**src/verilog/mult_issue.sv**
```systemverilog
// issue stage that steers each multiply to a free unit by rotating priority
`timescale 1ns/10ps
`default_nettype none

module mult_issue #(
  parameter int NUM_MULT = 3
) (
  input  logic                clock,
  input  logic                reset,
  input  logic                issue_valid,
  input  logic [NUM_MULT-1:0] unit_ready,
  output logic [NUM_MULT-1:0] start,
  output logic                issue_ready
);

  localparam int PTR_W = (NUM_MULT > 1) ? $clog2(NUM_MULT) : 1;

  logic [PTR_W-1:0] ptr;    // first unit to look at
  logic [PTR_W-1:0] pick;   // chosen unit
  logic             found;

  // first ready unit at or after the pointer
  always_comb
  begin
    int idx;
    found = 1'b0;
    pick  = '0;
    for (int k = 0; k < NUM_MULT; k++)
    begin
      idx = (int'(ptr) + k) % NUM_MULT;
      if (!found && unit_ready[idx])
      begin
        found = 1'b1;
        pick  = PTR_W'(idx);
      end
    end
  end

  always_comb
  begin
    start = '0;
    if (issue_valid && found)
      start[pick] = 1'b1;
  end

  assign issue_ready = |unit_ready;  // low only when all units frozen

  // move past the unit just started
  always_ff @(posedge clock)
  begin
    if (reset)
      ptr <= '0;
    else if (issue_valid && found)
    begin
      if (int'(pick) == NUM_MULT - 1)
        ptr <= '0;
      else
        ptr <= pick + 1'b1;
    end
  end

endmodule

`default_nettype wire

```
**config.mk**
```make
export PLATFORM = sky130hd
export DESIGN_NAME = mult_issue
export DESIGN_NICKNAME = d
export VERILOG_FILES = /design/src/verilog/mult_issue.sv
export SDC_FILE = /design/constraint.sdc
export NUM_CORES = 1
export LEC_CHECK = 0
export BUFFER_PORTS_ARGS = -buffer_cell sky130_fd_sc_hd__buf_2
export CORE_AREA = 8 8 45 47
export DETAILED_ROUTE_END_ITERATION = 8
export DIE_AREA = 0 0 53 55
export HOLD_SLACK_MARGIN = 0.06
export PLACE_DENSITY_LB_ADDON = 0.12
export SYNTH_ARGS = -nofsm -noshare
export SYNTH_HDL_FRONTEND = slang
export SYNTH_SLANG_ARGS = --single-unit
```
**constraint.sdc**
```tcl
create_clock -name clock -period 2.8 [get_ports clock]
set_clock_uncertainty 0.15 [all_clocks]
set_input_delay 0.28 -clock clock [delete_from_list [all_inputs] [get_ports clock]]
set_output_delay 0.28 -clock clock [all_outputs]
set_load 0.02 [all_outputs]
```
# == Word level (Yosys, flattened, before mapping) ==
# Index checks and enable logic that the tools add are counted.
# word_totals
reg_bits,2
output_inout_bits,4
wordCells,39
# op_classes
add_sub_neg,3
div_mod_pow,3
n_lt_le_gt_ge,5
eq_ne,1
muxes,19
reduce_logical,7
# ops
op,count
32-bit by 4-bit < comparator with 1-bit output (second input constant),3
32-bit by 3-bit remainder unit with 32-bit output (second input constant),2
3-bit by 3-bit remainder unit with 32-bit output (second input constant),1
1-bit two-way mux,10
2-bit two-way mux,4
1-bit binary-select mux with 2-bit select,3
1-bit logical AND,4
2-bit by 1-bit adder with 3-bit output (second input constant),1
2-bit by 2-bit adder with 3-bit output (second input constant),1
2-bit by 3-bit < comparator with 1-bit output (second input constant),1
3-bit two-way mux,1
3-bit OR reduction,1
2-bit by 1-bit adder with 2-bit output (second input constant),1
1-bit demux with 2-bit select,1
2-bit == test (second input constant),1
2-bit by 1-bit greater-or-equal comparator with 1-bit output (second input constant),1
1-bit logical NOT,2

# == Longest topological paths before layout ==
# logic_depth
ltp_word,16
mapped_depth,7

# == Least setup slack after synthesis ==
# No wires, ideal clock.
# synth_path
path_kind,register to output
start,register ptr[0]
end,output port start[0]
arrival_ns,1.711
required_ns,2.370
path_slack_ns,0.659
path_stages_with_launch,7
path_buffers,0
path_cell_list,dfxtp_1 > inv_1 > ha_1 > nor2b_1 > o21ai_1 > a31oi_2 > nor3_1
# synth_between
elab_chain_cells,16
word_cells_on_any_way,31
cone_classes,add/sub (2); div (3); order compare (2); mux (18); reduce/logical (6)
# synth_rtl
element,line_no,source
"start, declared",18,logic [PTR_W-1:0] ptr;
"start signal, assigned",58,ptr <= pick + 1'b1;
"parallel branches: the longest is 15 deep, another holds 32-bit by 3-bit remainder unit with 32-bit output",-,
3-bit two-way mux (*),42,if (issue_valid && found)
"end, declared",12,"output logic [NUM_MULT-1:0] start,"
# Mark *: on every way between the ends. The select of a mux whose other input is x is not followed.

# == Worst setup path after layout ==
# Ends and elaborated chain as after synthesis.

==> impl_metrics.toml <==
[setup_path]
worstSetupEndpoint = "start[0]"
ff2ff_path_depth = 7
critPathMaxFanout = 7
arrival_ns = 2.03
startpoint = "ptr[0]"
rr_startpoint = "ptr[0]"
path_cells = "inv_1 -> ha_1 -> and2b_1 -> o21ai_0 -> o21ai_0 -> a21oi_1 -> nor3_1 -> buf_2"
required_ns = 2.37
rr_endpoint = "ptr[0]"
worst_path_max_delay_cell = "ha_1"
crit_path_max_incr_delay_ns = 0.38
cp-end-kind = "primary output"
r2r_slack_ns = 0.88
critPathMostFrequentCell = "o21ai_0"
cp-start-kind = "flop"
timing_worst_setup_path_type = "flop to primary output"

[yosys]
synth_top_area_share_pct = 13.7
synth_cells = 46
syn_nets = 56
synth_top_cell_by_area = "ha_1"
syn_avg_cell_area_um2 = 7.94
synth_edf_count = 0
synth_area_leaders = "ha_1, dfxtp_1, mux2i_1"
ys_types = 25
ys_seq_area_share_pct = 11.0
yosysWarnings = 0
synthFlopType = "dfxtp_1"
synthesis.area_um2 = 365
synthArstFlopShare_pct = 0
ys_ff_latch = 2

[cells_and_area]
syn_to_final_growth_pct = 24.0
final_nets = 70
largest_register_ffs = 2
final_common_cell = "buf_2"
drive_gt1_share_pct = 31.0
final.fill_count = 153
reg_top3 = "ptr x2"
antennaDiodeCount = 0
mostFrequentLayoutCells = "buf_2, inv_1, ha_1"
regMostFlops = "ptr"
final_util_pct = 32.7

[floorplanning]
fp.coreArea_mm2 = 0.00138
rows = 14
die_w_um = 53
start_util_pct = 26.4
top_level_ports = 10
dieHeight_um = 55
dieArea_mm2 = 0.00292

[placed_design]
post-place-ws_ns = 0.575
dp_hpwl_um = 739
port_buffers = 9
gp_congestion = 0.791

[clocking]
cts_buffer_depth = 2
cts_num_sinks = 2
cts_buffers = 3
tritoncts = "yes"
clk_pin_slew_worst_paths_ns = 0.03
post_cts_buffers = 0
ctsHoldBuffers = 0
h-tree-depth = 1
insertion_delay_ns = 0.23
cts-root-buf = "clkbuf_4"
cts_resized = 0

[min_path]
hold_class = "input pin to flop"

[global_route]
antenna_found_initial = 0
grt_max_degree = 8
grt_pass1_vias = 381
grt_pass1_wl_mm = 1.52
grt_use_total_pct = 6.77
grt_overflow = 0

[timing]
period_needed_ns = 2.46
worst_pin_slew_ns = 0.294
whs_ns = 0.112
fin_crit_sh_pct = 87.8
timing.final.ws_setup_ns = 0.342
slew_headroom_pct = 79.9
tns_ns = 0
rsz0062_at_grt = "no"
slew_violations = 0
fmax_mhz = 407
finalSetupViolCount = 0
hold_viol = 0

[detailed_routing]
drt_wl_total_um = 904
via_per_inst = 4.91
detail-route-antenna-nets = 0
first_pass_iters = 3
routedWlPerCell_um = 12.2
drc = 0
via_count = 363
drt_iter0_markers = 2

[pwr]
powerDensity_mw_per_mm2 = 482
leakage_nw = 0.189
irDropWorstVdd_mv = 0.226

[run_status]
run_status = "finished, final reports clean"

[flow_run]
drv_cap = 0
[worst min-delay path by stage]
stage / startpoint / to / slack, ns / depth (start not counted)
floorplan: reset / ptr[1] / 0.20 / 1
global placement: reset / ptr[1] / 0.33 / 2
detailed placement: reset / ptr[1] / 0.34 / 2
CTS: reset / ptr[1] / 0.10 / 2
global route: reset / ptr[1] / 0.10 / 2
finish: reset / ptr[1] / 0.11 / 2
[Yosys cell counts, types with 2 or more instances]
library cell  count
nor3_1            2
a21oi_1           3
a22oi_1           2
dfxtp_1           2
ha_1              4
inv_1             6
mux2i_1           3
nand2_1           3
nor2_1            3
o22ai_1           2
o21ai_0           2
[logic make-up (layout without fill, tap and decap cells)]
kind of cell	after synthesis	in the layout	share of synthesized area [%]
muxes	3	3	8.22
AOI/OAI and AO/OA	16	16	38.7
buffers and inverters	6	18	6.16
and+or+nand+nor	15	15	22.3
DFF	2	2	11.0
adders and majority gates	4	4	13.7
[critical path, delay by kind of cell (launching register included)]
family,cells,cell delay [ns]
compound gates,3,0.52
fa+ha+maj,1,0.38
flops,1,0.37
simple gates,2,0.29
buf+inv,2,0.24
[routing by layer]
layer	routed length, um	track usage [%]	part of all wire (%)	up-vias
met1	453	8.18	50	163
met2	410	10.4	45	7
met3	40	2.14	4.4	0
met5	0	0	0	-
li1	-	-	-	193
met4	0	3.88	0	0
[area by class of cell]
type / count / area, um2 / share of cell area (%)
Inverter: 6 / 22.5 / 4.97
Timing Repair Buffer: 9 / 45.0 / 9.94
Tap cell: 16 / 20.0 / 4.42
Clock buffer: 3 / 22.5 / 4.97
Sequential cell: 2 / 40.0 / 8.84
Multi-Input combinational cell: 38 / 303 / 66.9
[metrics by stage]
| step | total power, mW | cells | instance area (um2) |
|---|---|---|---|
| 6_report | 0.218 | 74 | 453 |
| 2_1_floorplan | 0.127 | 46 | 365 |
| 3_3_place_gp | 0.159 | 71 | 430 |
| 3_5_place_dp | 0.156 | 71 | 430 |
| 5_1_grt | 0.240 | 74 | 453 |
| 4_1_cts | 0.225 | 74 | 453 |
[where the power goes]
group,internal (mW),switching [mW]
Combinational,0.0476,0.0709
Sequential,0.0323,0.00376
Clock,0.0473,0.0165
Total,0.127,0.0912
(Power assumes the default switching activity.)
