## src/verilog/mult_pkg.sv

```systemverilog
// multiply cluster shared widths and tag types
`default_nettype none

package mult_pkg;

  //////////////////////////////////////////////////
  // core sizes
  //////////////////////////////////////////////////

  localparam int XLEN    = 32;  // operand width
  localparam int NUM_ROB = 16;  // reorder buffer entries
  localparam int NUM_PR  = 64;  // physical registers

  localparam int ROB_W = $clog2(NUM_ROB);
  localparam int PR_W  = $clog2(NUM_PR);

  //////////////////////////////////////////////////
  // data and tag types
  //////////////////////////////////////////////////

  // one multiplicand or multiplier
  typedef logic [XLEN-1:0] operand_t;

  // full unsigned product, also the bus value
  typedef logic [2*XLEN-1:0] product_t;

  // rob tag, head and rollback index share this
  typedef logic [ROB_W-1:0] rob_idx_t;

  typedef logic [PR_W-1:0] pr_idx_t;  // destination physical register

endpackage

`default_nettype wire
```

## src/verilog/mult_unit.sv

```systemverilog
// pipelined shift-add multiplier with tag tracking, result hold and rollback squash
`timescale 1ns/10ps
`default_nettype none

module mult_unit #(
  parameter int NUM_STAGE = 4
) (
  input  logic               clock,
  input  logic               reset,
  input  logic               start,
  input  mult_pkg::rob_idx_t rob_idx,
  input  mult_pkg::pr_idx_t  dest_pr,
  input  mult_pkg::operand_t mcand,
  input  mult_pkg::operand_t mplier,
  input  logic               rollback_en,
  input  mult_pkg::rob_idx_t rollback_idx,
  input  mult_pkg::rob_idx_t rob_head,
  input  logic               grant,
  output logic               ready,
  output logic               done,
  output mult_pkg::rob_idx_t done_rob_idx,
  output mult_pkg::pr_idx_t  done_dest_pr,
  output mult_pkg::product_t done_value
);

  import mult_pkg::*;

  localparam int CHUNK = XLEN / NUM_STAGE;  // multiplier bits per stage

  // distance from the rob head, wraps with the tag width
  function automatic rob_idx_t age_of(rob_idx_t tag, rob_idx_t head);
    return tag - head;
  endfunction

  //////////////////////////////////////////////////
  // stage registers
  //////////////////////////////////////////////////

  logic [NUM_STAGE-1:0] s_valid;
  rob_idx_t             s_rob    [NUM_STAGE];
  pr_idx_t              s_pr     [NUM_STAGE];
  operand_t             s_mcand  [NUM_STAGE];
  operand_t             s_mplier [NUM_STAGE];
  product_t             s_sum    [NUM_STAGE];
  product_t             next_sum [NUM_STAGE];  // sum leaving each stage

  logic     hold_valid;
  rob_idx_t hold_rob;
  pr_idx_t  hold_pr;
  product_t hold_value;

  logic                 stall;
  logic [NUM_STAGE-1:0] kill;
  logic                 kill_hold;
  rob_idx_t             rb_age;

  assign stall = hold_valid && !grant;  // held result not taken
  assign ready = !stall;

  // stage k folds in multiplier bits [k*CHUNK +: CHUNK]
  always_comb
  begin
    for (int k = 0; k < NUM_STAGE; k++)
    begin
      next_sum[k] = s_sum[k];
      for (int j = 0; j < CHUNK; j++)
      begin
        if (s_mplier[k][k*CHUNK + j])
          next_sum[k] = next_sum[k] + (product_t'(s_mcand[k]) << (k*CHUNK + j));
      end
    end
  end

  //////////////////////////////////////////////////
  // rollback squash
  //////////////////////////////////////////////////

  assign rb_age = age_of(rollback_idx, rob_head);

  always_comb
  begin
    for (int k = 0; k < NUM_STAGE; k++)
      kill[k] = rollback_en && s_valid[k] && (age_of(s_rob[k], rob_head) > rb_age);
    // a granted hold is on the bus now and counts as done
    kill_hold = rollback_en && hold_valid && (age_of(hold_rob, rob_head) > rb_age);
  end

  always_ff @(posedge clock)
  begin
    if (reset)
    begin
      s_valid    <= '0;
      hold_valid <= 1'b0;
    end
    else if (!stall)
    begin
      s_valid[0] <= start;
      for (int k = 1; k < NUM_STAGE; k++)
        s_valid[k] <= s_valid[k-1] && !kill[k-1];
      hold_valid <= s_valid[NUM_STAGE-1] && !kill[NUM_STAGE-1];
    end
    else
    begin
      s_valid    <= s_valid & ~kill;  // frozen, squash in place
      hold_valid <= hold_valid && !kill_hold;
    end
  end

  // payload moves with the valids
  always_ff @(posedge clock)
  begin
    if (!stall)
    begin
      s_rob[0]    <= rob_idx;
      s_pr[0]     <= dest_pr;
      s_mcand[0]  <= mcand;
      s_mplier[0] <= mplier;
      s_sum[0]    <= '0;
      for (int k = 1; k < NUM_STAGE; k++)
      begin
        s_rob[k]    <= s_rob[k-1];
        s_pr[k]     <= s_pr[k-1];
        s_mcand[k]  <= s_mcand[k-1];
        s_mplier[k] <= s_mplier[k-1];
        s_sum[k]    <= next_sum[k-1];
      end
      hold_rob   <= s_rob[NUM_STAGE-1];
      hold_pr    <= s_pr[NUM_STAGE-1];
      hold_value <= next_sum[NUM_STAGE-1];  // last chunk added here
    end
  end

  assign done         = hold_valid;
  assign done_rob_idx = hold_rob;
  assign done_dest_pr = hold_pr;
  assign done_value   = hold_value;

endmodule

`default_nettype wire

```

## config.mk

```make
export PLATFORM = sky130hd
export DESIGN_NAME = mult_unit
export DESIGN_NICKNAME = d
export VERILOG_FILES = /design/src/verilog/mult_pkg.sv /design/src/verilog/mult_unit.sv
export SDC_FILE = /design/constraint.sdc
export NUM_CORES = 2
export LEC_CHECK = 0
export BUFFER_PORTS_ARGS = -buffer_cell sky130_fd_sc_hd__buf_4
export CAP_MARGIN = 5
export CORE_UTILIZATION = 30
export DETAILED_ROUTE_END_ITERATION = 6
export PLACE_DENSITY = 0.54
export SYNTH_ARGS = -nofsm -noshare
export SYNTH_HDL_FRONTEND = slang
export SYNTH_SLANG_ARGS = --single-unit
```

## constraint.sdc

```tcl
create_clock -name clock -period 20.2 [get_ports clock]
set_input_delay 4.04 -clock clock [delete_from_list [all_inputs] [get_ports clock]]
set_output_delay 4.04 -clock clock [all_outputs]
set_load 0.01 [all_outputs]
```

* After elaboration in Yosys (flattened, before gate mapping)
Memories as Yosys holds them, arrays and structs flattened. A register that Yosys moved wholly into a read port is not among the register bits.
Cells that the tools add are included.
** Cells by class
- $add $sub $neg :: 38
- Multiply operators :: 0
- Divide/modulo/power cells :: 0
- Magnitude comparators :: 5
- Eq/ne operators :: 0
- Shift operators :: 0
- Multiplexer cells :: 35
- Bitwise gates (word level) :: 2
- Reduce and logical (&&, ||, !) cells :: 24
** Operator list (count)
- 64-bit 2-to-1 mux :: 32
- 64-bit by 32-bit adder with 64-bit output :: 1
- 64-bit by 33-bit adder with 64-bit output :: 1
- 64-bit by 34-bit adder with 64-bit output :: 1
- 64-bit by 35-bit adder with 64-bit output :: 1
- 64-bit by 36-bit adder with 64-bit output :: 1
- 64-bit by 37-bit adder with 64-bit output :: 1
- 64-bit by 38-bit adder with 64-bit output :: 1
- 64-bit by 39-bit adder with 64-bit output :: 1
- 64-bit by 40-bit adder with 64-bit output :: 1
- 64-bit by 41-bit adder with 64-bit output :: 1
- 64-bit by 42-bit adder with 64-bit output :: 1
- 64-bit by 43-bit adder with 64-bit output :: 1
- 64-bit by 44-bit adder with 64-bit output :: 1
- 64-bit by 45-bit adder with 64-bit output :: 1
- 64-bit by 46-bit adder with 64-bit output :: 1
- 64-bit by 47-bit adder with 64-bit output :: 1
- 64-bit by 48-bit adder with 64-bit output :: 1
- 64-bit by 49-bit adder with 64-bit output :: 1
- 64-bit by 50-bit adder with 64-bit output :: 1
- 64-bit by 51-bit adder with 64-bit output :: 1
- 64-bit by 52-bit adder with 64-bit output :: 1
- 64-bit by 53-bit adder with 64-bit output :: 1
- 64-bit by 54-bit adder with 64-bit output :: 1
- other kinds (17) :: 49
** Storage, ports and cells
- Register bits :: 73
- Latch bits :: 0
- RAM bits :: 552
- Memory bits (read-only) :: 0
- Input port bits :: 87
- Word-level logic and storage cells :: 113
- Memories :: 5
** Memory list
- s_sum :: depth 4, width 64, rd ports 4, clocked after Yosys merged registers in 0, wr ports 4, RTL line mult_unit.sv:44 : product_t s_sum [NUM_STAGE];
- s_mcand :: depth 4, width 32, rd ports 4, clocked after Yosys merged registers in 0, wr ports 4, RTL line mult_unit.sv:42 : operand_t s_mcand [NUM_STAGE];
- s_mplier :: depth 4, width 32, rd ports 4, clocked after Yosys merged registers in 0, wr ports 4, RTL line mult_unit.sv:43 : operand_t s_mplier [NUM_STAGE];
- s_pr :: depth 4, width 6, rd ports 4, clocked after Yosys merged registers in 1, wr ports 4, RTL line mult_unit.sv:41 : pr_idx_t s_pr [NUM_STAGE];
- s_rob :: depth 4, width 4, rd ports 4, clocked after Yosys merged registers in 0, wr ports 4, RTL line mult_unit.sv:40 : rob_idx_t s_rob [NUM_STAGE];

* Logic depth before layout (Yosys ltp)
- Depth in word-level cells :: 16
- Mapped depth :: 77
- Gate-level depth less buffers :: 76

* Least setup slack after synthesis
No wires, ideal clock.
- Path kind :: input to output
- Start point :: input port grant
- End point :: output port ready
- Arrival :: 12832 ps
- Required time :: 16160 ps
- Path slack :: 3328 ps
- Stages :: 2
- Path buffers :: 0
- Path through :: nor2b_1 -> clkinv_1
** On the way
- Longest elaborated chain between the ends :: 3
** Ends and longest elaborated chain
- start: declaration :: RTL line mult_unit.sv:18 : input logic grant,
- 1-bit zero test :: RTL line mult_unit.sv:57 : assign stall = hold_valid && !grant;
- 1-bit logical AND :: RTL line mult_unit.sv:57
- 1-bit zero test
- end: declaration :: RTL line mult_unit.sv:19 : output logic ready,
Every way passes these cells.

==> reports/results.tsv <==
stage	metric	value	unit
clocking	cts_tree	yes	
finish	drive_above_1_share	0.0746	
detailed_routing	wl_per_cell	21.9	um
worst_setup_path	path_common_cell	a21oi_1	
clocking	htreeDepth	3	
timing	finalMaxSlewViolations	0	
global_routing	grt_pass1_vias	75700	
timing	final-setup-viol-count	0	
synth	yosysMostFrequentCell	ha_1	
flow_run	cap_violations	0	
floorplanning	die_x	518	um
global_routing	grt_use_total	0.213	
global_routing	antenna_found_initial	11	
timing	skew	56.4	ps
synth	synth_top_area_cell	edfxtp_1	
finish	final_nets	11300	
synth	seq_area_frac_synth	0.176	
clocking	cts_hold_buf	0	
clocking	clkTransAtPathRegs	60	ps
global_routing	grt_first_pass_wirelength	452000	um
synth	synth-seq-cells	471	
worst_setup_path	critical-path-max-stage-delay	780	ps
synth	ys.warnings.count	0	
clocking	clock_path_buffers	4	
global_routing	grt_max_degree	108	
worst_setup_path	critPathBufInv	3	
placement	port-buffer-count	162	
floorplanning	die-area	268000	um^2
detailed_routing	vias_per_cell	5.80	
synth	syn_nets	11300	
synth	postSynthAreaPerCell	7.92	um^2
worst_setup_path	crit_family	compound AO/OA/AOI/OAI gates	
worst_setup_path	required	20700	ps
synth	syn_area	79900	um^2
synth	synthTopCellsByArea	edfxtp_1 (18%), ha_1 (16%), a21oi_1 (6.1%), xnor2_1 (4.9%), a21o_1 (4.3%)	
timing	maxSlewHeadroom	0.163	
clocking	cts.sinks	471	
clocking	clk_latency	790	ps
timing	final.setup.worst_slack	1970	ps
floorplanning	dieHeight	518	um
detailed_routing	drtIter0Drc	6482	
clocking	ctsResizeCount	0	
worst_setup_path	arrival	18740	ps
placement	dp_hpwl	238000	um
worst_setup_path	slowest_stage	a2111oi_0	
worst_setup_path	setup.worst_path.class	flop to flop	
outcome	status	complete, no violations	
floorplanning	io_pins	163	
finish	syn_to_final_growth	9.27	%
timing	fin_crit_sh	0.903	
floorplanning	rows	189	
worst_setup_path	startpoint_type	flop	
floorplanning	core_area	265000	um^2
synth	synthArstFlopShare	0	
timing	rsz0062_at_grt	false	
synth	synthCells	10100	
timing	tightest_slew	1260	ps
synth	synth_edf_count	466	
detailed_routing	ant_nets	0	
synth	synth_top_area_share	0.175	
synth	synth_common_cells	ha_1 (1050), a21oi_1 (976), nand2_1 (888)	
worst_setup_path	end_kind	flop	
clocking	cts_inserted_buffers	70	
placement	gp_congestion	0.948	
synth	synth_cell_type_count	95	
placement	dp_slack	2290	ps
synth	yosys_most_used_dff	edfxtp_1	
detailed_routing	drc_errors	0	
floorplanning	start_util	0.302	
clocking	clockRootBuffer	clkbuf_16	
timing	tns	0	ps
timing	timing.fmax	0.0548	GHz
timing	period_minus_slack	18230	ps
detailed_routing	routed_wl	299000	um
worst_setup_path	worstPathMaxFanout	10	
global_routing	grt_overflow_total	0	
clocking	post_cts.repair.setup_buffers	0	
timing	final_hold_viol_count	0	
detailed_routing	vias	79300	
min_path	hold_class	flop to flop	
detailed_routing	drtPass1Iterations	6	
[routing by layer]
metal	up-vias	wire length, um	track usage
met1	38200	133000	0.277
li1	38400	-	-
met2	2253	141000	0.366
met3	489	14200	0.0187
met5	-	0	0
met4	0	11200	0.0764
[registers in the layout, indices dropped and copies added, names as in the netlist]
name / count
s_pr: 24
s_mcand: 128
s_sum: 144
done_rob_idx: 4
done: 1
done_dest_pr: 6
done_value: 64
s_valid: 4
s_mplier: 80
s_rob: 16
[placed cells by master (no fill, tap or decap), types with 39 or more instances in the layout]
master	count
mux2i_1	97
nand4_1	113
buf_4	247
inv_1	445
ha_1	1050
xor2_1	257
xnor2_1	449
o211ai_1	111
clkbuf_16	75
and3_1	125
a211oi_1	175
and2_1	102
nor2_1	751
nor2b_1	89
a211o_1	59
a21o_1	457
or3_1	84
o221ai_1	44
nand2b_1	178
a21boi_0	51
mux2_2	258
edfxtp_1	466
nand3_1	227
a22oi_1	48
a31oi_1	152
a221o_1	52
a31o_2	49
nor4_1	39
or2_2	49
a21oi_1	976
o31ai_1	86
a221oi_1	42
o21a_1	215
o21bai_1	130
nand2_1	888
o21ai_0	655
nor3_1	175
[area by class of cell]
type,count,area [um^2]
Sequential cell,471,14100
Inverter,457,1720
Clock inverter,35,359
Timing Repair Buffer,249,1880
Fill cell,27900,178000
Antenna cell,2,5.00
Tap cell,3533,4420
Multi-Input combinational cell,8833,62800
Clock buffer,86,1930
[through the flow]
stage,hold WS (ps),utilization,instance area [um^2],instances
finish,408,0.329,87300,13700
global route,410,0.329,87200,13700
CTS,413,0.329,87200,13700
detailed placement,405,0.321,85000,13500
global placement,401,0.321,85000,13500
floorplan,400,-,79900,10100
[final timing paths]
kind	end	depth (start not counted)	from	slack, ps
setup / recovery	done_value[61]	67	s_mcand[3][1]	1970
hold / removal	s_mplier[2][28]	0	s_mplier[1][28]	410
setup reg to reg	done_value[61]	67	s_mcand[3][1]	1970
hold reg to reg	s_mplier[2][28]	0	s_mplier[1][28]	410
[logic make-up after synthesis]
family | Yosys count | synth area share
xor+xnor | 706 | 0.0774
compound gates | 3737 | 0.310
simple gates | 2946 | 0.176
fa+ha+maj | 1087 | 0.174
flops | 471 | 0.176
mux | 357 | 0.0489
buf+inv | 774 | 0.0365
Power is not shown: default switching activity piles up to over one toggle a cycle in this logic, so the estimate is an artifact.
