==> src/verilog/mult_pkg.sv <==
// multiply cluster shared widths and tag types
`default_nettype none

package mult_pkg;

  //////////////////////////////////////////////////
  // core sizes
  //////////////////////////////////////////////////

  localparam int XLEN    = 32;  // operand width
  localparam int NUM_ROB = 16;  // reorder buffer entries
  localparam int NUM_PR  = 64;  // physical registers

  localparam int ROB_W = $clog2(NUM_ROB);
  localparam int PR_W  = $clog2(NUM_PR);

  //////////////////////////////////////////////////
  // data and tag types
  //////////////////////////////////////////////////

  // one multiplicand or multiplier
  typedef logic [XLEN-1:0] operand_t;

  // full unsigned product, also the bus value
  typedef logic [2*XLEN-1:0] product_t;

  // rob tag, head and rollback index share this
  typedef logic [ROB_W-1:0] rob_idx_t;

  typedef logic [PR_W-1:0] pr_idx_t;  // destination physical register

endpackage

`default_nettype wire
==> src/verilog/cdb_arbiter.sv <==
// round-robin common data bus arbiter over the finished multipliers
`timescale 1ns/10ps
`default_nettype none

module cdb_arbiter #(
  parameter int NUM_MULT = 3
) (
  input  logic                clock,
  input  logic                reset,
  input  logic [NUM_MULT-1:0] unit_done,
  input  mult_pkg::rob_idx_t  unit_rob_idx [NUM_MULT],
  input  mult_pkg::pr_idx_t   unit_dest_pr [NUM_MULT],
  input  mult_pkg::product_t  unit_value   [NUM_MULT],
  output logic [NUM_MULT-1:0] grant,
  output logic                cdb_valid,
  output mult_pkg::rob_idx_t  cdb_rob_idx,
  output mult_pkg::pr_idx_t   cdb_dest_pr,
  output mult_pkg::product_t  cdb_value
);

  import mult_pkg::*;

  localparam int PTR_W = (NUM_MULT > 1) ? $clog2(NUM_MULT) : 1;

  logic [PTR_W-1:0] ptr;
  logic [PTR_W-1:0] win;
  logic             found;

  always_comb
  begin
    int idx;
    found = 1'b0;
    win   = '0;
    for (int k = 0; k < NUM_MULT; k++)
    begin
      idx = (int'(ptr) + k) % NUM_MULT;
      if (!found && unit_done[idx])
      begin
        found = 1'b1;
        win   = PTR_W'(idx);
      end
    end
  end

  // bus mux, idle bus reads zero
  always_comb
  begin
    grant       = '0;
    cdb_rob_idx = '0;
    cdb_dest_pr = '0;
    cdb_value   = product_t'(0);
    if (found)
    begin
      grant[win]  = 1'b1;
      cdb_rob_idx = unit_rob_idx[win];
      cdb_dest_pr = unit_dest_pr[win];
      cdb_value   = unit_value[win];
    end
  end

  assign cdb_valid = found;

  always_ff @(posedge clock)
  begin
    if (reset)
      ptr <= '0;
    else if (found)
      ptr <= (int'(win) == NUM_MULT - 1) ? '0 : win + 1'b1;  // past the winner
  end

endmodule

`default_nettype wire

==> config.mk <==
export PLATFORM = sky130hd
export DESIGN_NAME = cdb_arbiter
export DESIGN_NICKNAME = d
export VERILOG_FILES = /design/src/verilog/mult_pkg.sv /design/src/verilog/cdb_arbiter.sv
export SDC_FILE = /design/constraint.sdc
export NUM_CORES = 1
export LEC_CHECK = 0
export BUFFER_PORTS_ARGS = -buffer_cell sky130_fd_sc_hd__buf_4
export CORE_AREA = 2 2 120 122
export DETAILED_ROUTE_END_ITERATION = 16
export DIE_AREA = 0 0 122 124
export MAX_ROUTING_LAYER = met4
export PLACE_DENSITY = 0.54
export SLEW_MARGIN = 15
export SYNTH_ARGS = -nofsm -noshare
export SYNTH_HDL_FRONTEND = slang
export SYNTH_SLANG_ARGS = --single-unit
==> constraint.sdc <==
create_clock -name clock -period 3.3 [get_ports clock]
set_clock_uncertainty 0.1 [all_clocks]
set_input_delay 0.33 -clock clock [delete_from_list [all_inputs] [get_ports clock]]
set_output_delay 0.33 -clock clock [all_outputs]
set_load 0.01 [all_outputs]
# Word-level counts from Yosys, hierarchy flattened
# Index checks and enable logic that the tools add are counted.
# totals
regBits,2
input_bits,227
output_inout_bits,78
word_cells,51
# op_classes
add_sub_neg,3
n_div,3
order_cmp,6
n_eq_ne,1
n_mux,31
n_bitwise,1
n_reduce_logical,5
# ops
cell,n
two-way mux 64 bit,3
binary-select mux 64 bit (select 2 bit),1
< comparator 32 x 4 -> 1 bit (second input constant),3
modulo 32 x 3 -> 32 bit (second input constant),2
modulo 3 x 3 -> 32 bit (second input constant),1
two-way mux 6 bit,3
binary-select mux 6 bit (select 2 bit),1
two-way mux 4 bit,3
two-way mux 1 bit,10
binary-select mux 4 bit (select 2 bit),1
two-way mux 2 bit,4
binary-select mux 1 bit (select 2 bit),3
adder 2 x 1 -> 3 bit (second input constant),1
adder 2 x 2 -> 3 bit (second input constant),1
>= comparator 3 bit (second input constant),1
logical AND 1 bit,3
< comparator 2 x 3 -> 1 bit (second input constant),1
two-way mux 3 bit,1
inverter 2 -> 3 bit,1
adder 2 x 1 -> 2 bit (second input constant),1
demux 1 bit (select 2 bit),1
equality test 2 bit (second input constant),1
>= comparator 2 x 1 -> 1 bit (second input constant),1
zero test 1 bit,2

# Logic depth before layout (Yosys ltp)
# Gate-level depths: netlist (run 1).
# logic_depth
ltp_word,16
mapped_depth,12
depth_no_buf,8

# Worst setup path before layout (run 1)
# No wires, ideal clock.
# synth_path
path_kind,reg-to-output
start,reg ptr[0]
end,out cdb_value[19]
arrival_time_ns,2.172
required_ns,2.870
slack_ns,0.698
stages_incl_launch_ff,10
n_path_buf,2
cell_sequence,dfxtp_1 -> inv_1 -> ha_1 -> inv_2 -> maj3_1 -> a221o_1 -> buf_6 -> buf_4 -> mux2i_1 -> o21ai_0
# synth_between
elab_chain_cells,16
elab_cells_between_ends,29
cone_classes,add/sub: 2; div: 3; mux: 19; bitwise: 1; reduce/logical: 4
# synth_lines
item,line_no,text
start: declaration,cdb_arbiter.sv:25,logic [PTR_W-1:0] ptr;
start signal: assignment,cdb_arbiter.sv:68,ptr <= (int'(win) == NUM_MULT - 1) ? '0 : win + 1'b1;
"parallel branches: the longest is 15 deep, another holds modulo 32 x 3 -> 32 bit",n/a,
two-way mux 64 bit *,cdb_arbiter.sv:52,if (found)
end: declaration,cdb_arbiter.sv:18,output mult_pkg::product_t cdb_value
# Every way passes the cells marked *. The select of a mux whose other input is x is not followed.

# Worst setup path in the final report (run 1)
# layout_path
start,reg ptr[0]
end,out cdb_value[49]
# Same word-level chain as after synthesis.

==> impl_metrics.yaml, run 1 <==
outcome:
  run_status: "completed"
timing:
  rsz0062_at_grt: "false"
  timing_hold_violations_final: 0
  finalSetupViolCount: 0
  finalSetupTns_ns: 0
  worst_pin_slew_ns: 0.436
  final_max_slew_viol_count: 0
  worst_slew_margin_rel_pct: 70.7
  holdWs_ns: 0.184
  min_period_over_period_pct: 93.8
  clock.fmax_mhz: 323
  final.min_clock_period_ns: 3.09
finish:
  final_cells: 801
  multi_input_gate_area_sq_um: 1780
  register_area_sq_um: 40.0
  registers.top_by_ff_count: "ptr"
  design.final.nets: 853
  layout.cells.most_common: "sky130_fd_sc_hd__buf_4"
  final_design_area_no_fill_sq_um: 4560
  final_core_utilization_pct: 33.2
  largest_register_ff_count: 2
  final_cell_mix: "sky130_fd_sc_hd__buf_4, sky130_fd_sc_hd__nand2_1, sky130_fd_sc_hd__o21ai_0"
  fillers: 1478
  num_antenna_cells: 0
  layout_cells_sized_above_1_pct: 54.8
  area_growth_from_synthesis_to_layout_pct: 122
  layout_top_registers: "ptr: 2 flops"
worst_setup_path:
  worst-path-max-fanout: 25
  worst_setup_path_start_kind: "flop"
  worstPathRequired_ns: 2.87
  critPathKind: "flop to output port"
  data_arrival_at_the_endpoint_of_the_critical_path_ns: 2.66
  crit_path_end_kind: "output port"
power:
  p_leak_nw: 2.43
  power_per_cell_area_nw_per_um2: 921
  ir_drop_v: 0.000405
yosys:
  synth_sequential_area_ratio_pct: 1.95
  synthesis.area_sq_um: 2060
  netlist_instances: 336
  synth.lib_cells_used.distinct: 40
  synth-seq-cells: 2
  syn_nets: 566
  ys.warnings.count: 0
  syn-mean-instance-area_sq_um: 6.12
die:
  number_of_core_rows: 43
  initial_core_util_pct: 15.0
  design.portCount: 305
  die-width_um: 122
  placeableCoreArea_sq_um: 13700
  dieArea_sq_um: 15100
  die_height_um: 124
global_route:
  grt_overflow_total: 0
  largest_net_degree_at_the_start_of_global_routing: 50
  track_usage_pct: 14.5
  number_of_antenna_violations_at_the_first_check_in_global_routing: 0
  first_global_vias: 3589
  grt_first_pass_wirelength_um: 17300
placed_design:
  detailed_place.area_sq_um: 4470
  dp_hpwl_um: 9980
  gp_routability_congestion: 0.850
  post-place-cells: 798
  io_buffers: 304
routing:
  drt_first_iter_violations: 127
  detailroute.via_count: 3587
  wl_per_cell_um: 15.1
  routed_via_density: 4.48
  drt-pass1-iter-count: 4
  drc: 0
  routed_antenna_nets: 0
  routed_wirelength_um: 12100
clock_tree:
  clk_latency_ns: 0.22
  number_of_buffers_inserted_to_repair_setup_after_cts: 0
  tritoncts: "yes"
  clock-sinks: 2
  cts_buf_count: 3
  max-clock-path-buffers: 2
  cts-root-buf: "sky130_fd_sc_hd__clkbuf_16"
  cts.clk_slew.worst_paths_ns: 0.03
  cts-htree-levels: 1
min_path:
  hold_path_class: "input port to flop"
flow_run:
  drv_cap: 0
-- path summary, 6_finish.rpt --
check          from            end  slack, ns  cells after the start
min reg2reg  ptr[0]         ptr[0]       0.38                      2
max          ptr[0]  cdb_value[49]       0.21                      9
max reg2reg  ptr[1]         ptr[1]       0.95                      9
min           reset         ptr[1]       0.18                      2
-- critical path, cell delays in order, from the launching register on --
cell and delay (ns):
sky130_fd_sc_hd__dfxtp_1 0.33, sky130_fd_sc_hd__inv_1 0.07, sky130_fd_sc_hd__ha_2 0.39, sky130_fd_sc_hd__inv_2 0.08, sky130_fd_sc_hd__maj3_1 0.37, sky130_fd_sc_hd__a221o_4 0.48
sky130_fd_sc_hd__buf_12 0.21, sky130_fd_sc_hd__mux2i_1 0.13, sky130_fd_sc_hd__o21ai_0 0.19, sky130_fd_sc_hd__buf_4 0.16
-- stage by stage --
step | worst slack [ns] | power, W
CTS | 0.132 | 0.00424
floorplan | 0.698 | 0.00230
detailed placement | 0.364 | 0.00404
finish | 0.205 | 0.00420
global route | 0.0182 | 0.00457
global placement | 0.446 | 0.00400
-- routing by layer --
layer  track usage, %  wire (um)  vias up
li1                 -          -     1767
met1             15.6       4410     1605
met2             27.9       6350      207
met3             2.93       1230        8
met4             2.23        115        0
met5                -          0        -
-- synthesized netlist by cell type (all sizes together) --
master / count / area (sq um)
mux2: 3 / 37.5
a31oi: 2 / 12.5
and3b: 1 / 8.76
o31ai: 1 / 7.51
and2: 1 / 6.26
nand3b: 2 / 15.0
mux2i: 43 / 430
nand2: 77 / 299
o21ba: 2 / 20.0
a2bb2oi: 1 / 8.76
buf: 25 / 205
a221o: 2 / 20.0
a21oi: 64 / 354
a31o: 1 / 8.76
ha: 3 / 37.5
a222oi: 1 / 10.0
clkinv: 1 / 5.00
maj3: 1 / 10.0
dfxtp: 2 / 40.0
o22ai: 1 / 6.26
nor2b: 2 / 12.5
a21boi: 1 / 7.51
a21o: 1 / 7.51
o21ai: 76 / 380
nor3b: 1 / 7.51
nor4bb: 1 / 10.0
o31a: 1 / 8.76
inv: 5 / 18.8
nor2: 2 / 7.51
clkbuf: 8 / 30.0
nand3: 3 / 15.0
a22o: 1 / 8.76
-- cell type report --
cell class / instances / area share (%)
Clock buffer: 3 / 1.65
Inverter: 6 / 0.522
Multi-Input combinational cell: 295 / 39.0
Sequential cell: 2 / 0.879
Tap cell: 180 / 4.94
Timing Repair Buffer: 315 / 53.0
-- cells by family (layout without fill, tap and decap cells) --
group                      after synthesis  in the layout  synth area share (%)
AOI/OAI and AO/OA                      155            155                  41.9
and+or+nand+nor                         90             90                  18.6
muxes                                   46             46                  22.7
buffers and inverters                   39            324                  12.6
adders and majority gates                4              4                  2.31
DFF                                      2              2                  1.95
-- power breakdown --
| part | total (W) | switching (W) | internal, W |
|---|---|---|---|
| logic | 0.00398 | 0.00208 | 0.00189 |
| clock network | 0.000182 | 0.0000274 | 0.000154 |
| registers | 0.0000399 | 0.00000634 | 0.0000336 |
-- what timing repair did --
| item | CTS | global route |
|---|---|---|
| hold buffers | 0 | 0 |
| endpoints found under the setup margin | 0 | 7 |
| resized for setup | 0 | 2 |
No activity file was read; power rests on OpenSTA's default activity.
==> inputs of run 2 (changes only) <==
CAP_MARGIN = 20   (was default)
CTS_CLUSTER_SIZE = 16   (was default)
clock period = 3.2 ns   (was 3.3 ns; I/O delays follow)
==> run 2 against run 1 <==
Effect of this change: cell area did not move; wire length grew 1.6%; utilization unchanged; non-clock buffer count stayed put; total power grew 3.3%.
==> impl_metrics.yaml, run 2 (same netlist as run 1, synthesis figures left out) <==
outcome:
  run_status: "completed"
finish:
  num_antenna_cells: 0
  layout.cells.most_common: "sky130_fd_sc_hd__buf_4"
  registers.top_by_ff_count: "ptr"
  design.final.nets: 853
  final_cell_mix: "sky130_fd_sc_hd__buf_4, sky130_fd_sc_hd__nand2_1, sky130_fd_sc_hd__o21ai_0"
  largest_register_ff_count: 2
  layout_top_registers: "ptr: 2 flops"
  final_cells: 801
  layout_cells_sized_above_1_pct: 54.8
  area_growth_from_synthesis_to_layout_pct: 122
  final_design_area_no_fill_sq_um: 4560
  final_core_utilization_pct: 33.2
timing:
  clock.fmax_mhz: 323
  worst_slew_margin_rel_pct: 73.9
  final.min_clock_period_ns: 3.10
  worst_pin_slew_ns: 0.389
  finalSetupViolCount: 0
  rsz0062_at_grt: "false"
  final_max_slew_viol_count: 0
  timing_hold_violations_final: 0
  finalSetupTns_ns: 0
  min_period_over_period_pct: 96.7
worst_setup_path:
  setup.worst_path.start: "ptr[0]"
  max_stage_delay_ns: 0.47
  worst-path-max-fanout: 26
  worstPathRequired_ns: 2.78
  crit_path_end_kind: "output port"
  worst_setup_path_start_kind: "flop"
  data_arrival_at_the_endpoint_of_the_critical_path_ns: 2.68
  timing.critical_path.slowest_stage_cell: "sky130_fd_sc_hd__a221o_4"
  crit-reg2reg-launch: "ptr[1]"
  worstPathCellList: "inv_1 -> ha_2 -> inv_2 -> maj3_1 -> a221o_4 -> buf_12 -> mux2i_1 -> o21ai_0 -> buf_4"
  critPathKind: "flop to output port"
global_route:
  number_of_antenna_violations_at_the_first_check_in_global_routing: 0
  track_usage_pct: 14.7
  first_global_vias: 3561
  grt_first_pass_wirelength_um: 17400
  largest_net_degree_at_the_start_of_global_routing: 44
  grt_overflow_total: 0
placed_design:
  gp_routability_congestion: 0.834
  detailed_place.area_sq_um: 4470
  post-place-cells: 798
  io_buffers: 304
  dp_hpwl_um: 10100
die:
  design.portCount: 305
  number_of_core_rows: 43
  die-width_um: 122
  initial_core_util_pct: 15.0
  placeableCoreArea_sq_um: 13700
  die_height_um: 124
  dieArea_sq_um: 15100
power:
  ir_drop_v: 0.000441
  p_leak_nw: 2.43
  power_per_cell_area_nw_per_um2: 952
routing:
  drt-pass1-iter-count: 8
  detailroute.via_count: 3648
  routed_antenna_nets: 0
  wl_per_cell_um: 15.3
  drc: 0
  routed_wirelength_um: 12300
  routed_via_density: 4.55
  drt_first_iter_violations: 98
min_path:
  hold_path_class: "input port to flop"
  hp-start: "reset"
flow_run:
  drv_cap: 0
clock_tree:
  cts-htree-levels: 1
  cts.clk_slew.worst_paths_ns: 0.03
  cts-root-buf: "sky130_fd_sc_hd__clkbuf_16"
  max-clock-path-buffers: 2
  cts_buf_count: 3
  clock-sinks: 2
  clk_latency_ns: 0.22
  tritoncts: "yes"
==> run 2: cell counts in the layout (fill, tap and decap cells not counted) <==
No cell type changed its count.
==> run 2: area by class of cell <==
type                    count  area [sq um]
clock buffers               3          75.1
inverters                   6          23.8
fillers                  1477          9160
flip-flops and latches      2          40.0
repair buffers            315          2410
multi-input cells         295          1780
well taps                 180           225
==> run 2: final timing paths <==
path              slack, ns  cells past startpoint             to
setup reg to reg       0.88                      9         ptr[1]
setup / recovery       0.10                      9  cdb_value[51]
hold / removal         0.16                      2         ptr[0]
hold reg to reg        0.38                      2         ptr[0]
==> run 2: stage by stage <==
stage               power, W  hold slack (ns)  worst slack, ns
floorplan            0.00237            0.289            0.608
global placement     0.00413            0.377            0.378
detailed placement   0.00416            0.375            0.274
CTS                  0.00438            0.162           0.0293
global route         0.00470            0.176           0.0338
finish               0.00434            0.162            0.104
==> run 2: layer usage <==
layer	vias to the layer above	wire length (um)	global-route usage, %
li1	1770	-	-
met1	1666	4330	15.4
met2	201	6540	28.7
met3	11	1290	3.16
met4	0	125	2.30
met5	-	0	-
==> run 2: timing repair <==
action / in CTS / in global routing
endpoints found under the setup margin: 0 / 15
resized for setup: 0 / 2
buffers inserted: 0 / 0
hold buffers: 0 / 0
==> run 2: critical path: cells and delay by family (launching register included) <==
| kind | cells | cell delay, ns |
|---|---|---|
| flops | 1 | 0.34 |
| mux | 1 | 0.13 |
| compound gates | 2 | 0.68 |
| fa+ha+maj | 2 | 0.75 |
| buf+inv | 4 | 0.53 |
==> run 2: report_power, final <==
group | total (W) | switching, W | internal, W
registers | 0.0000415 | 0.00000686 | 0.0000346
logic | 0.00410 | 0.00215 | 0.00195
clock network | 0.000191 | 0.0000321 | 0.000159
total | 0.00434 | 0.00219 | 0.00215
